--- config.mk ---
export PLATFORM = sky130hd
export DESIGN_NAME = avalon_spi_bridge
export DESIGN_NICKNAME = d
export VERILOG_FILES = /design/src/design/avalon_spi_pkg.sv /design/src/design/bus_access_fsm.sv /design/src/design/bridge_regs.sv /design/src/design/spi_sequencer.sv /design/src/design/avalon_spi_bridge.sv
export VERILOG_INCLUDE_DIRS = /design/src /design/src/design
export SDC_FILE = /design/constraint.sdc
export NUM_CORES = 1
export LEC_CHECK = 0
export BUFFER_PORTS_ARGS = -buffer_cell sky130_fd_sc_hd__buf_2
export CORE_MARGIN = 2
export CORE_UTILIZATION = 30
export CTS_CLUSTER_DIAMETER = 100
export DETAILED_ROUTE_END_ITERATION = 10
export PLACE_DENSITY_LB_ADDON = 0.15
export SLEW_MARGIN = 20
export SYNTH_ARGS = -nofsm -noshare
export SYNTH_HDL_FRONTEND = slang
export SYNTH_SLANG_ARGS = --single-unit
--- constraint.sdc ---
create_clock -name clk -period 5 [get_ports clk]
set_clock_uncertainty 0.15 [all_clocks]
set_input_delay 1.25 -clock clk [delete_from_list [all_inputs] [get_ports clk]]
set_output_delay 1.25 -clock clk [all_outputs]
set_load 0.01 [all_outputs]
--- src/design/avalon_spi_config.svh ---
`ifndef AVALON_SPI_CONFIG_SVH
`define AVALON_SPI_CONFIG_SVH

// avalon bus widths
`define AVS_ADDR_W 8
`define AVS_DATA_W 32

// register map, one word per address
`define AVS_ADDR_CONTROL 8'h00
`define AVS_ADDR_STATUS 8'h01
`define AVS_ADDR_DATA_WR 8'h02
`define AVS_ADDR_DATA_RD 8'h03

// start bits inside the control word
`define AVS_CTRL_WR_BIT 0
`define AVS_CTRL_RD_BIT 1

`endif

--- src/design/avalon_spi_pkg.sv ---
`default_nettype none

`include "avalon_spi_config.svh"

package avalon_spi_pkg;

	typedef logic [`AVS_ADDR_W-1:0] addr_t;
	typedef logic [`AVS_DATA_W-1:0] data_t;

	// everything the avalon master drives
	typedef struct packed
	{
		logic chip_select;
		logic read;
		logic write;
		addr_t address;
		data_t write_data;
	} avs_req_t;

	// bus fsm to register block
	typedef struct packed
	{
		logic read_load;
		logic write_commit;
		addr_t address;
	} reg_access_t;

	// start levels from the control register
	typedef struct packed
	{
		logic start_write;
		logic start_read;
	} spi_cmd_t;

	// status field, as seen at address 0x01
	typedef enum logic [1:0]
	{
		status_idle = 2'd0,
		status_write_busy = 2'd1,
		status_read_busy = 2'd2,
		status_read_ready = 2'd3
	} spi_status_t;

	// to the spi engine
	typedef struct packed
	{
		logic go_transfer;
		data_t tx_data;
	} spi_req_t;

	// from the spi engine
	typedef struct packed
	{
		logic pack_ready;
		data_t rx_data;
	} spi_rsp_t;

	typedef enum logic [1:0]
	{
		bus_reset,
		bus_idle,
		bus_write,
		bus_read
	} bus_state_t;

	typedef enum logic [2:0]
	{
		seq_idle,
		seq_write_start,
		seq_write_wait,
		seq_read_start,
		seq_read_wait,
		seq_read_done
	} seq_state_t;

endpackage

`default_nettype wire

--- src/design/bus_access_fsm.sv ---
`timescale 1ns/10ps
`default_nettype none

module bus_access_fsm
	import avalon_spi_pkg::*;
(
	input wire logic clk,
	input wire logic reset_n,
	input wire avs_req_t avs_req,
	output logic wait_request,
	output reg_access_t reg_access
);

	////////////////////////////////////////////////////////////
	// edge detection on the bus levels
	////////////////////////////////////////////////////////////

	logic access_level;
	logic level_d1;
	logic level_d2;
	logic write_d1;
	logic write_d2;
	logic read_d1;
	logic read_d2;
	logic write_strobe;
	logic read_strobe;
	bus_state_t state;
	bus_state_t state_next;

	// read or write, whichever the master holds
	assign access_level = avs_req.read | avs_req.write;

	always_ff @(posedge clk or negedge reset_n)
	begin
		if (!reset_n)
		begin
			level_d1 <= 1'b0;
			level_d2 <= 1'b0;
			write_d1 <= 1'b0;
			write_d2 <= 1'b0;
			read_d1 <= 1'b0;
			read_d2 <= 1'b0;
		end
		else
		begin
			level_d1 <= access_level;
			level_d2 <= level_d1;
			write_d1 <= avs_req.write;
			write_d2 <= write_d1;
			read_d1 <= avs_req.read;
			read_d2 <= read_d1;
		end
	end

	// high from the level rising up to the third edge
	assign wait_request = access_level & ~level_d2;

	// one cycle each, between the first and second edge
	assign write_strobe = write_d1 & ~write_d2;
	assign read_strobe = read_d1 & ~read_d2;

	////////////////////////////////////////////////////////////
	// access state machine
	////////////////////////////////////////////////////////////

	always_ff @(posedge clk or negedge reset_n)
	begin
		if (!reset_n)
			state <= bus_reset;
		else
			state <= state_next;
	end

	always_comb
	begin
		state_next = state;
		case (state)
			bus_reset:
				state_next = bus_idle;
			bus_idle:
			begin
				// deselected accesses only stretch, nothing else
				if (avs_req.chip_select && write_strobe)
					state_next = bus_write;
				else if (avs_req.chip_select && read_strobe)
					state_next = bus_read;
			end
			bus_write:
				state_next = bus_idle;
			bus_read:
				state_next = bus_idle;
			default:
				state_next = bus_idle;
		endcase
	end

	// read data loads at the edge entering bus_read
	always_comb
	begin
		reg_access.read_load = (state == bus_idle) && (state_next == bus_read);
		reg_access.write_commit = (state == bus_write);
		reg_access.address = avs_req.address;
	end

endmodule

`default_nettype wire

--- src/design/bridge_regs.sv ---
`timescale 1ns/10ps
`default_nettype none

`include "avalon_spi_config.svh"

module bridge_regs
	import avalon_spi_pkg::*;
(
	input wire logic clk,
	input wire logic reset_n,
	input wire data_t write_data,
	input wire reg_access_t reg_access,
	input wire spi_status_t status,
	input wire data_t rx_word,
	output spi_cmd_t spi_cmd,
	output data_t tx_word,
	output data_t read_data
);

	spi_cmd_t ctrl_q;
	data_t data_wr_q;
	data_t read_mux;
	logic sel_control;
	logic sel_data_wr;

	// write side decode
	assign sel_control = (reg_access.address == `AVS_ADDR_CONTROL);
	assign sel_data_wr = (reg_access.address == `AVS_ADDR_DATA_WR);

	////////////////////////////////////////////////////////////
	// writable registers
	////////////////////////////////////////////////////////////

	always_ff @(posedge clk or negedge reset_n)
	begin
		if (!reset_n)
		begin
			ctrl_q <= '0;
			data_wr_q <= '0;
		end
		else if (reg_access.write_commit)
		begin
			// only the two start bits are kept
			if (sel_control)
			begin
				ctrl_q.start_write <= write_data[`AVS_CTRL_WR_BIT];
				ctrl_q.start_read <= write_data[`AVS_CTRL_RD_BIT];
			end
			if (sel_data_wr)
				data_wr_q <= write_data;
		end
	end

	assign spi_cmd = ctrl_q;
	assign tx_word = data_wr_q;

	////////////////////////////////////////////////////////////
	// read path
	////////////////////////////////////////////////////////////

	always_comb
	begin
		case (reg_access.address)
			`AVS_ADDR_STATUS:
				read_mux = {{(`AVS_DATA_W-2){1'b0}}, status};
			`AVS_ADDR_DATA_RD:
				read_mux = rx_word;
			// unmapped reads give zero
			default:
				read_mux = '0;
		endcase
	end

	// held until the next read access
	always_ff @(posedge clk or negedge reset_n)
	begin
		if (!reset_n)
			read_data <= '0;
		else if (reg_access.read_load)
			read_data <= read_mux;
	end

endmodule

`default_nettype wire

--- src/design/spi_sequencer.sv ---
`timescale 1ns/10ps
`default_nettype none

module spi_sequencer
	import avalon_spi_pkg::*;
(
	input wire logic clk,
	input wire logic reset_n,
	input wire spi_cmd_t spi_cmd,
	input wire data_t tx_word,
	input wire spi_rsp_t spi_rsp,
	output spi_req_t spi_req,
	output logic transfer_complete,
	output spi_status_t status,
	output data_t rx_word
);

	logic wr_d1;
	logic wr_d2;
	logic rd_d1;
	logic rd_d2;
	logic pr_d1;
	logic pr_d2;
	logic wr_edge;
	logic rd_edge;
	logic rx_capture;
	seq_state_t state;
	seq_state_t state_next;

	////////////////////////////////////////////////////////////
	// command and completion edges
	////////////////////////////////////////////////////////////

	always_ff @(posedge clk or negedge reset_n)
	begin
		if (!reset_n)
		begin
			wr_d1 <= 1'b0;
			wr_d2 <= 1'b0;
			rd_d1 <= 1'b0;
			rd_d2 <= 1'b0;
			pr_d1 <= 1'b0;
			pr_d2 <= 1'b0;
		end
		else
		begin
			wr_d1 <= spi_cmd.start_write;
			wr_d2 <= wr_d1;
			rd_d1 <= spi_cmd.start_read;
			rd_d2 <= rd_d1;
			pr_d1 <= spi_rsp.pack_ready;
			pr_d2 <= pr_d1;
		end
	end

	assign wr_edge = wr_d1 & ~wr_d2;
	assign rd_edge = rd_d1 & ~rd_d2;

	// engine busy window has just closed
	assign transfer_complete = pr_d2 & ~pr_d1;

	////////////////////////////////////////////////////////////
	// transfer state machine
	////////////////////////////////////////////////////////////

	always_ff @(posedge clk or negedge reset_n)
	begin
		if (!reset_n)
			state <= seq_idle;
		else
			state <= state_next;
	end

	always_comb
	begin
		state_next = state;
		case (state)
			// write wins when both bits rise together
			seq_idle, seq_read_done:
			begin
				if (wr_edge)
					state_next = seq_write_start;
				else if (rd_edge)
					state_next = seq_read_start;
			end
			seq_write_start:
				state_next = seq_write_wait;
			seq_read_start:
				state_next = seq_read_wait;
			seq_write_wait:
			begin
				if (transfer_complete)
					state_next = seq_idle;
			end
			seq_read_wait:
			begin
				if (transfer_complete)
					state_next = seq_read_done;
			end
			default:
				state_next = seq_idle;
		endcase
	end

	// one cycle kick per command
	always_comb
	begin
		spi_req.go_transfer = (state == seq_write_start) || (state == seq_read_start);
		spi_req.tx_data = tx_word;
	end

	// status lags the state by one edge
	always_ff @(posedge clk or negedge reset_n)
	begin
		if (!reset_n)
			status <= status_idle;
		else
		begin
			case (state)
				seq_write_start:
					status <= status_write_busy;
				seq_read_start:
					status <= status_read_busy;
				seq_write_wait:
				begin
					if (transfer_complete)
						status <= status_idle;
				end
				seq_read_wait:
				begin
					// read_ready stays until a new start state
					if (transfer_complete)
						status <= status_read_ready;
				end
				default:
					status <= status;
			endcase
		end
	end

	// first edge with pack_ready low, one ahead of the complete pulse
	assign rx_capture = (state == seq_read_wait) && pr_d1 && !spi_rsp.pack_ready;

	always_ff @(posedge clk or negedge reset_n)
	begin
		if (!reset_n)
			rx_word <= '0;
		else if (rx_capture)
			rx_word <= spi_rsp.rx_data;
	end

endmodule

`default_nettype wire

--- src/design/avalon_spi_bridge.sv ---
`timescale 1ns/10ps
`default_nettype none

module avalon_spi_bridge
	import avalon_spi_pkg::*;
(
	input wire logic clk,
	input wire logic reset_n,
	input wire avs_req_t avs_req,
	output logic wait_request,
	output data_t read_data,
	output spi_req_t spi_req,
	input wire spi_rsp_t spi_rsp,
	output logic transfer_complete
);

	reg_access_t reg_access;
	spi_cmd_t spi_cmd;
	data_t tx_word;
	data_t rx_word;
	spi_status_t status;

	// avalon side, wait states and access strobes
	bus_access_fsm u_bus_access_fsm (
		.clk (clk),
		.reset_n (reset_n),
		.avs_req (avs_req),
		.wait_request (wait_request),
		.reg_access (reg_access)
	);

	// register map
	bridge_regs u_bridge_regs (
		.clk (clk),
		.reset_n (reset_n),
		.write_data (avs_req.write_data),
		.reg_access (reg_access),
		.status (status),
		.rx_word (rx_word),
		.spi_cmd (spi_cmd),
		.tx_word (tx_word),
		.read_data (read_data)
	);

	// spi engine handshake
	spi_sequencer u_spi_sequencer (
		.clk (clk),
		.reset_n (reset_n),
		.spi_cmd (spi_cmd),
		.tx_word (tx_word),
		.spi_rsp (spi_rsp),
		.spi_req (spi_req),
		.transfer_complete (transfer_complete),
		.status (status),
		.rx_word (rx_word)
	);

endmodule

`default_nettype wire

==> flow_summary_export.csv, run 1 <==
group,metric,value,unit
setup_path,regToRegSetupSlack,2.90,ns
cts,maximum_buffer_depth_of_the_clock_tree,2,
job,drv_cap,0,
setup_path,critical_path_arrival,1.91,ns
setup_path,worst_r2r_startpoint,"u_bus_access_fsm.state[0]",
setup_path,rr_worst_depth,3,
timing,tightest_slew,0.881,ns
logic_synthesis,netlist_area,4480,um^2
routing,vias_after_detailed_routing,2868,
die,floorplan.die.height,126,um
setup_path,worst-endpoint-required,3.60,ns
setup_path,setup.worst_path.end,"wait_request",
die,start_util,30.8,%
timing,setup_viol,0,
logic_synthesis,async_flop_share,100,%
outcome,run_status,"completed",
global_route,global_route_wire_length_before_repair,16.3,mm
timing,drv_slew,0,
timing,finalHoldViolations,0,
layout,final_cells,630,
die,coreArea,14500,um^2
logic_synthesis,synth.top_cells.by_area,"dfrtp_1 65%, mux2_4 10%, mux2_2 8.8%",
routing,wl_met3,677,um
die,rows,44,
cts,h-tree-depth,4,
cts,clk_latency,0.40,ns
global_route,via_count_of_the_first_global_routing_pass,3089,
cts,numClockSinks,117,
routing,route.layer.met1.wl,4.35,mm
cts,root_buffer,"clkbuf_16",
routing,drt-pass1-iter-count,4,
timing,min_period_over_period,66.2,%
logic_synthesis,postSynthCellCount,281,
logic_synthesis,sequential_share_of_the_synthesized_area,65.4,%
placement,gpl_congestion,0.685,
logic_synthesis,yosysMostFrequentCell,"dfrtp_1",
logic_synthesis,netlist_top_cells_count,"117 x dfrtp_1, 35 x mux2_2, 30 x a22o_1, 30 x mux2_4, 7 x nand2_1",
power,share_clk_of_total_power,42.4,%
power,p_comb_share,12.1,%
timing,fin_tns_setup,0,ns
global_route,globalRouteTotalUtil,13.3,%
logic_synthesis,synth_cell_type_count,35,
logic_synthesis,syn_area_per_cell,15.9,um^2
layout,final_standard_cell_utilization_of_the_core,40.9,%
power,internal,2.01,mW
routing,drtIter0Drc,82,
routing,met2_wirelength,4.90,mm
layout,post_route_cells_drive_above_1_share,55.1,%
setup_path,timing.critical_path.to_type,"output pin",
placement,port-buffer-count,144,
timing,fmax,302,MHz
power,powerDensity,443,nW/um^2
routing,topRoutingLayerUsed,"met4",
setup_path,critPathMaxFanout,2,
setup_path,critPathKind,"input port to output pin",
cts,cts.clk_slew.worst_paths,0.05,ns
logic_synthesis,postSynthRegisterBits,117,
cts,post_cts.repair.setup_buffers,0,
logic_synthesis,synth_largest_area_cell,"dfrtp_1",
logic_synthesis,synth_top_cell_area_share,65.4,%
power,design_power_total,2.63,mW
die,floorplan.die_area,15900,um^2
layout,syn2layout_area_growth,32.6,%
die,die_x,126,um
logic_synthesis,synthesized_nets,359,
layout,finish.net_count,513,
routing,routed_wirelength,10.0,mm
timing,slew_headroom,41.3,%
timing,period_needed,3.31,ns
cts,ctsResizeCount,0,
global_route,globalRouteOverflowTotal,0,
routing,antenna_violating_nets_post_route,0,
setup_path,rr_endpoint,"u_bridge_regs.tx_word[18]",
logic_synthesis,synth_warnings,0,
power,peakVddDrop,214,uV
global_route,grt_max_degree,70,
routing,routedWlPerCell,15.9,um
global_route,grt_antenna_before_repair,1,
min_path,min-delay-path-class,"flop to flop",
cts,tritoncts.num_buffers,17,
placement,dp_hpwl,6.59,mm
setup_path,timing.critical_path.from,"avs_req[40]",
power,power.switching,0.625,mW
routing,route.detailed.vias_per_inst,4.55,
setup_path,startpoint_types,"input port",
power,p_sw_share,23.8,%
die,io_pins,145,
logic_synthesis,synth_edf_count,0,
cts,post_cts_hold_buffers,0,
power,seq_power_share,45.5,%
cts,tritoncts,"built",
timing,worst_hold_slack,0.211,ns
placement,dpl.cell_count,600,
logic_synthesis,synth_flop_cell,"dfrtp_1",
layout,fillCellCount,1406,
routing,drc,0,
timing,grt_setup_unrepaired,"no",
power,power.leakage,3.19,nW
## worst max-delay path, cell delays in order
cell	delay, ns
buf_2	0.10
or2_2	0.29
nor2b_1	0.13
buf_2	0.14
## metal layers
metal  global-route usage (%)  vias up
met3                     5.99        9
met5                        0        -
met1                     16.2     1459
li1                         -     1325
met4                     4.85        0
met2                     20.9       75
## worst min-delay path by stage
stage                                           end  slack, ns  depth (start not counted)                 startpoint
after floorplan           u_bus_access_fsm.level_d2       0.18                          0  u_bus_access_fsm.level_d1
after global placement    u_bus_access_fsm.level_d2       0.19                          0  u_bus_access_fsm.level_d1
after detailed placement  u_bus_access_fsm.level_d2       0.19                          0  u_bus_access_fsm.level_d1
after CTS                 u_bus_access_fsm.level_d2       0.21                          0  u_bus_access_fsm.level_d1
after global routing      u_bus_access_fsm.level_d2       0.22                          0  u_bus_access_fsm.level_d1
final                     u_bus_access_fsm.level_d2       0.21                          0  u_bus_access_fsm.level_d1
## power by group through the flow
stage	Clock [mW]	Combinational (mW)	Sequential, mW
detailed placement	0	0.324	1.21
floorplan	0	0.237	1.18
global placement	0	0.313	1.21
global route	1.20	0.363	1.22
finish	1.12	0.318	1.20
CTS	1.15	0.326	1.20
## stage by stage
step | instance area, um^2 | worst slack [ns]
3_5_place_dp | 5390 | 1.36
3_3_place_gp | 5390 | 1.39
5_1_grt | 5940 | 1.65
6_report | 5940 | 1.69
4_1_cts | 5940 | 1.68
2_1_floorplan | 4480 | 1.91
## cell families after synthesis
kind of cell	after synthesis	synth area share (%)
flops	117	65.4
buf+inv	17	2.09
simple gates	32	4.72
compound gates	46	8.07
xor+xnor	1	0.196
mux	68	19.6
## placed cells by master (no fill, tap or decap), types with 3 or more instances in the layout
cell       synthesis  final
buf_2              6    143
dfrtp_1          117    117
mux2_2            35     35
a22o_1            30     30
mux2_4            30     30
clkbuf_16          0     17
nand2_1            7      7
o21ai_0            6      6
buf_4              0      6
nor2b_1            5      5
a21oi_1            4      4
clkinv_2           0      4
clkbuf_8           0      4
nand2b_1           3      3
inv_1              3      3
nor2_1             3      3
clkbuf_1           5      3
## cell type report
class	count	area, um^2	share of cell area, %
antenna	1	2.50	0.0421
clock buffer	24	492	8.28
clock inverter	5	50.0	0.843
inverter	3	11.3	0.190
multi-input combinational	147	1460	24.7
sequential	117	2930	49.3
tap	184	230	3.88
timing repair buffer	149	761	12.8
## registers in the layout, summed over array words and instances (netlist names), 2 cells and up
| register | count |
|---|---|
| u_bridge_regs.tx_word | 32 |
| u_bridge_regs.spi_cmd | 2 |
| u_spi_sequencer.rx_word | 32 |
| u_bus_access_fsm.state | 2 |
| u_spi_sequencer.state | 3 |
| u_spi_sequencer.status | 2 |
| u_bridge_regs.read_data | 32 |
Power figures use the tool's default switching activity.
==> inputs of run 2 (changes only) <==
clock period = 3.1 ns   (was 5 ns; I/O delays follow)
==> run 2 against run 1 <==
  * Count of clock-buffer cells in the layout is 1 lower
  * Sequential power rose by 61%
  * Die area unchanged
  * Largest power group is now clock
  * Register-to-register slack got worse by 1.8 ns
  * Largest cell class unchanged
  * Critical path type unchanged
  * Critical path depth is the same
  * Critical endpoint unchanged
  * Cell area grew 1.3%
  * Sequential cell count is the same
  * Combinational power rose by 61%
  * First-iteration DRC count grew 61%
  * Wire length fell by 1.1%
  * Clock power is 75% higher
  * Worst setup slack worse by 0.95 ns
==> flow_summary_export.csv, run 2 (synthesized netlist as in run 1, its figures left out) <==
group,metric,value,unit
timing,worst_hold_slack,0.203,ns
layout,final_cell_mix,"143 x buf_2, 117 x dfrtp_1, 35 x mux2_2",
setup_path,path_cells,"buf_2, or2_2, nor2b_1, buf_2",
setup_path,worst-endpoint-required,2.17,ns
layout,post_route_cells_drive_above_1_share,55.1,%
global_route,globalRouteTotalUtil,13.1,%
setup_path,critical_path.max_stage_delay,0.29,ns
die,coreArea,14500,um^2
setup_path,rr_worst_depth,4,
routing,drtIter0Drc,132,
die,start_util,30.8,%
placement,worst_setup_slack_post_dpl,0.368,ns
routing,antenna_violating_nets_post_route,0,
timing,finalHoldViolations,0,
cts,h-tree-depth,4,
cts,root_buffer,"clkbuf_16",
setup_path,startpoint_types,"input port",
power,peakVddDrop,358,uV
cts,post_cts_hold_buffers,0,
layout,n_antenna_cell,0,
setup_path,worst_r2r_startpoint,"u_spi_sequencer.state[1]",
timing,slew_headroom,57.8,%
routing,drt-pass1-iter-count,4,
timing,drv_slew,0,
min_path,whs_path_cells,0,
power,powerDensity,732,nW/um^2
die,floorplan.die.height,126,um
timing,fmax,423,MHz
job,drv_cap,0,
min_path,min-delay-start,"u_bus_access_fsm.level_d1",
cts,numClockSinks,117,
timing,timing.final.ws_setup,0.734,ns
die,floorplan.die_area,15900,um^2
setup_path,worstPathBufferInverterCount,2,
global_route,global_route_wire_length_before_repair,16.1,mm
routing,routedWlPerCell,15.7,um
min_path,hold-path-endpoint,"u_bus_access_fsm.level_d2",
placement,port-buffer-count,144,
cts,post_cts.repair.setup_buffers,0,
timing,period_needed,2.37,ns
setup_path,timing.critical_path.from,"avs_req[40]",
layout,finish.net_count,513,
routing,routed_wirelength,9.92,mm
die,io_pins,145,
global_route,via_count_of_the_first_global_routing_pass,3107,
timing,tightest_slew,0.632,ns
global_route,grt_antenna_before_repair,1,
setup_path,timing.critical_path.mode_cell,"buf_2",
placement,dp_hpwl,6.39,mm
routing,route.detailed.vias_per_inst,4.54,
layout,final_standard_cell_utilization_of_the_core,41.4,%
cts,ctsResizeCount,0,
cts,clk_latency,0.40,ns
cts,cts.clk_slew.worst_paths,0.05,ns
timing,fin_tns_setup,0,ns
routing,drc,0,
placement,detailed_place.area,5420,um^2
timing,setup_viol,0,
setup_path,critPathSlowestCell,"or2_2",
global_route,grt_max_degree,118,
power,power.leakage,3.21,nW
layout,post-route-cell-area,6010,um^2
setup_path,rr_endpoint,"u_spi_sequencer.rx_word[22]",
routing,vias_after_detailed_routing,2870,
outcome,run_status,"completed",
setup_path,regToRegSetupSlack,1.05,ns
cts,tritoncts.num_buffers,17,
layout,syn2layout_area_growth,34.2,%
cts,tritoncts,"built",
setup_path,critical_path_arrival,1.44,ns
timing,grt_setup_unrepaired,"no",
timing,min_period_over_period,76.3,%
setup_path,critPathMaxFanout,2,
layout,layout_commonest_cell,"buf_2",
setup_path,critPathKind,"input port to output pin",
setup_path,timing.critical_path.to_type,"output pin",
placement,gpl_congestion,0.698,
die,rows,44,
min_path,min-delay-path-class,"flop to flop",
cts,maximum_buffer_depth_of_the_clock_tree,2,
setup_path,critical-path-top-delay-family,"simple AND/OR/NAND/NOR gates",
global_route,globalRouteOverflowTotal,0,
die,die_x,126,um
[run 2: changes by cell type in the layout (fill, tap and decap cells not counted), sizes merged]
cell	change
clkinv	+1
diode	-1
clkinvlp	+1
clkbuf	-1
bufinv	+2
[run 2: final cells by class]
| class | count | area (um^2) |
|---|---|---|
| multi-input cells | 147 | 1460 |
| clock inverters | 9 | 126 |
| well taps | 184 | 230 |
| repair buffers | 149 | 786 |
| inverters | 3 | 11.3 |
| clock buffers | 23 | 468 |
| fillers | 1429 | 8520 |
| flip-flops and latches | 117 | 2930 |
[run 2: metrics by stage]
step	instances	power, mW
finish	632	4.40
floorplan	281	2.29
global route	632	4.64
detailed placement	600	2.48
global placement	600	2.45
CTS	632	4.48
[run 2: worst max-delay path by stage]
stage,end,slack (ns),depth (start not counted)
floorplan,u_bridge_regs.tx_word[10],0.69,5
global placement,u_bridge_regs.tx_word[10],0.41,6
detailed placement,u_bridge_regs.tx_word[18],0.37,6
global route,spi_req[32],0.70,2
finish,wait_request,0.73,4
CTS,wait_request,0.72,4
[run 2: power breakdown]
part           total (mW)  internal, mW  switching (mW)
sequential           1.93          1.78           0.152
clock                1.96          1.30           0.656
combinational       0.512         0.290           0.222
[run 2: worst register-to-register path, stage by stage (launching register included)]
cell and delay, ns:
dfrtp_1 0.44, or2_1 0.36, nor3_4 0.18, buf_4 0.41
mux2_2 0.41
[run 2: per-layer routing]
| metal | up-vias | track usage (%) | routed length (um) |
|---|---|---|---|
| met5 | - | 0 | 0 |
| met2 | 70 | 20.7 | 4840 |
| met3 | 8 | 5.65 | 606 |
| met1 | 1464 | 16.0 | 4380 |
| li1 | 1328 | - | - |
| met4 | 0 | 4.46 | 99 |
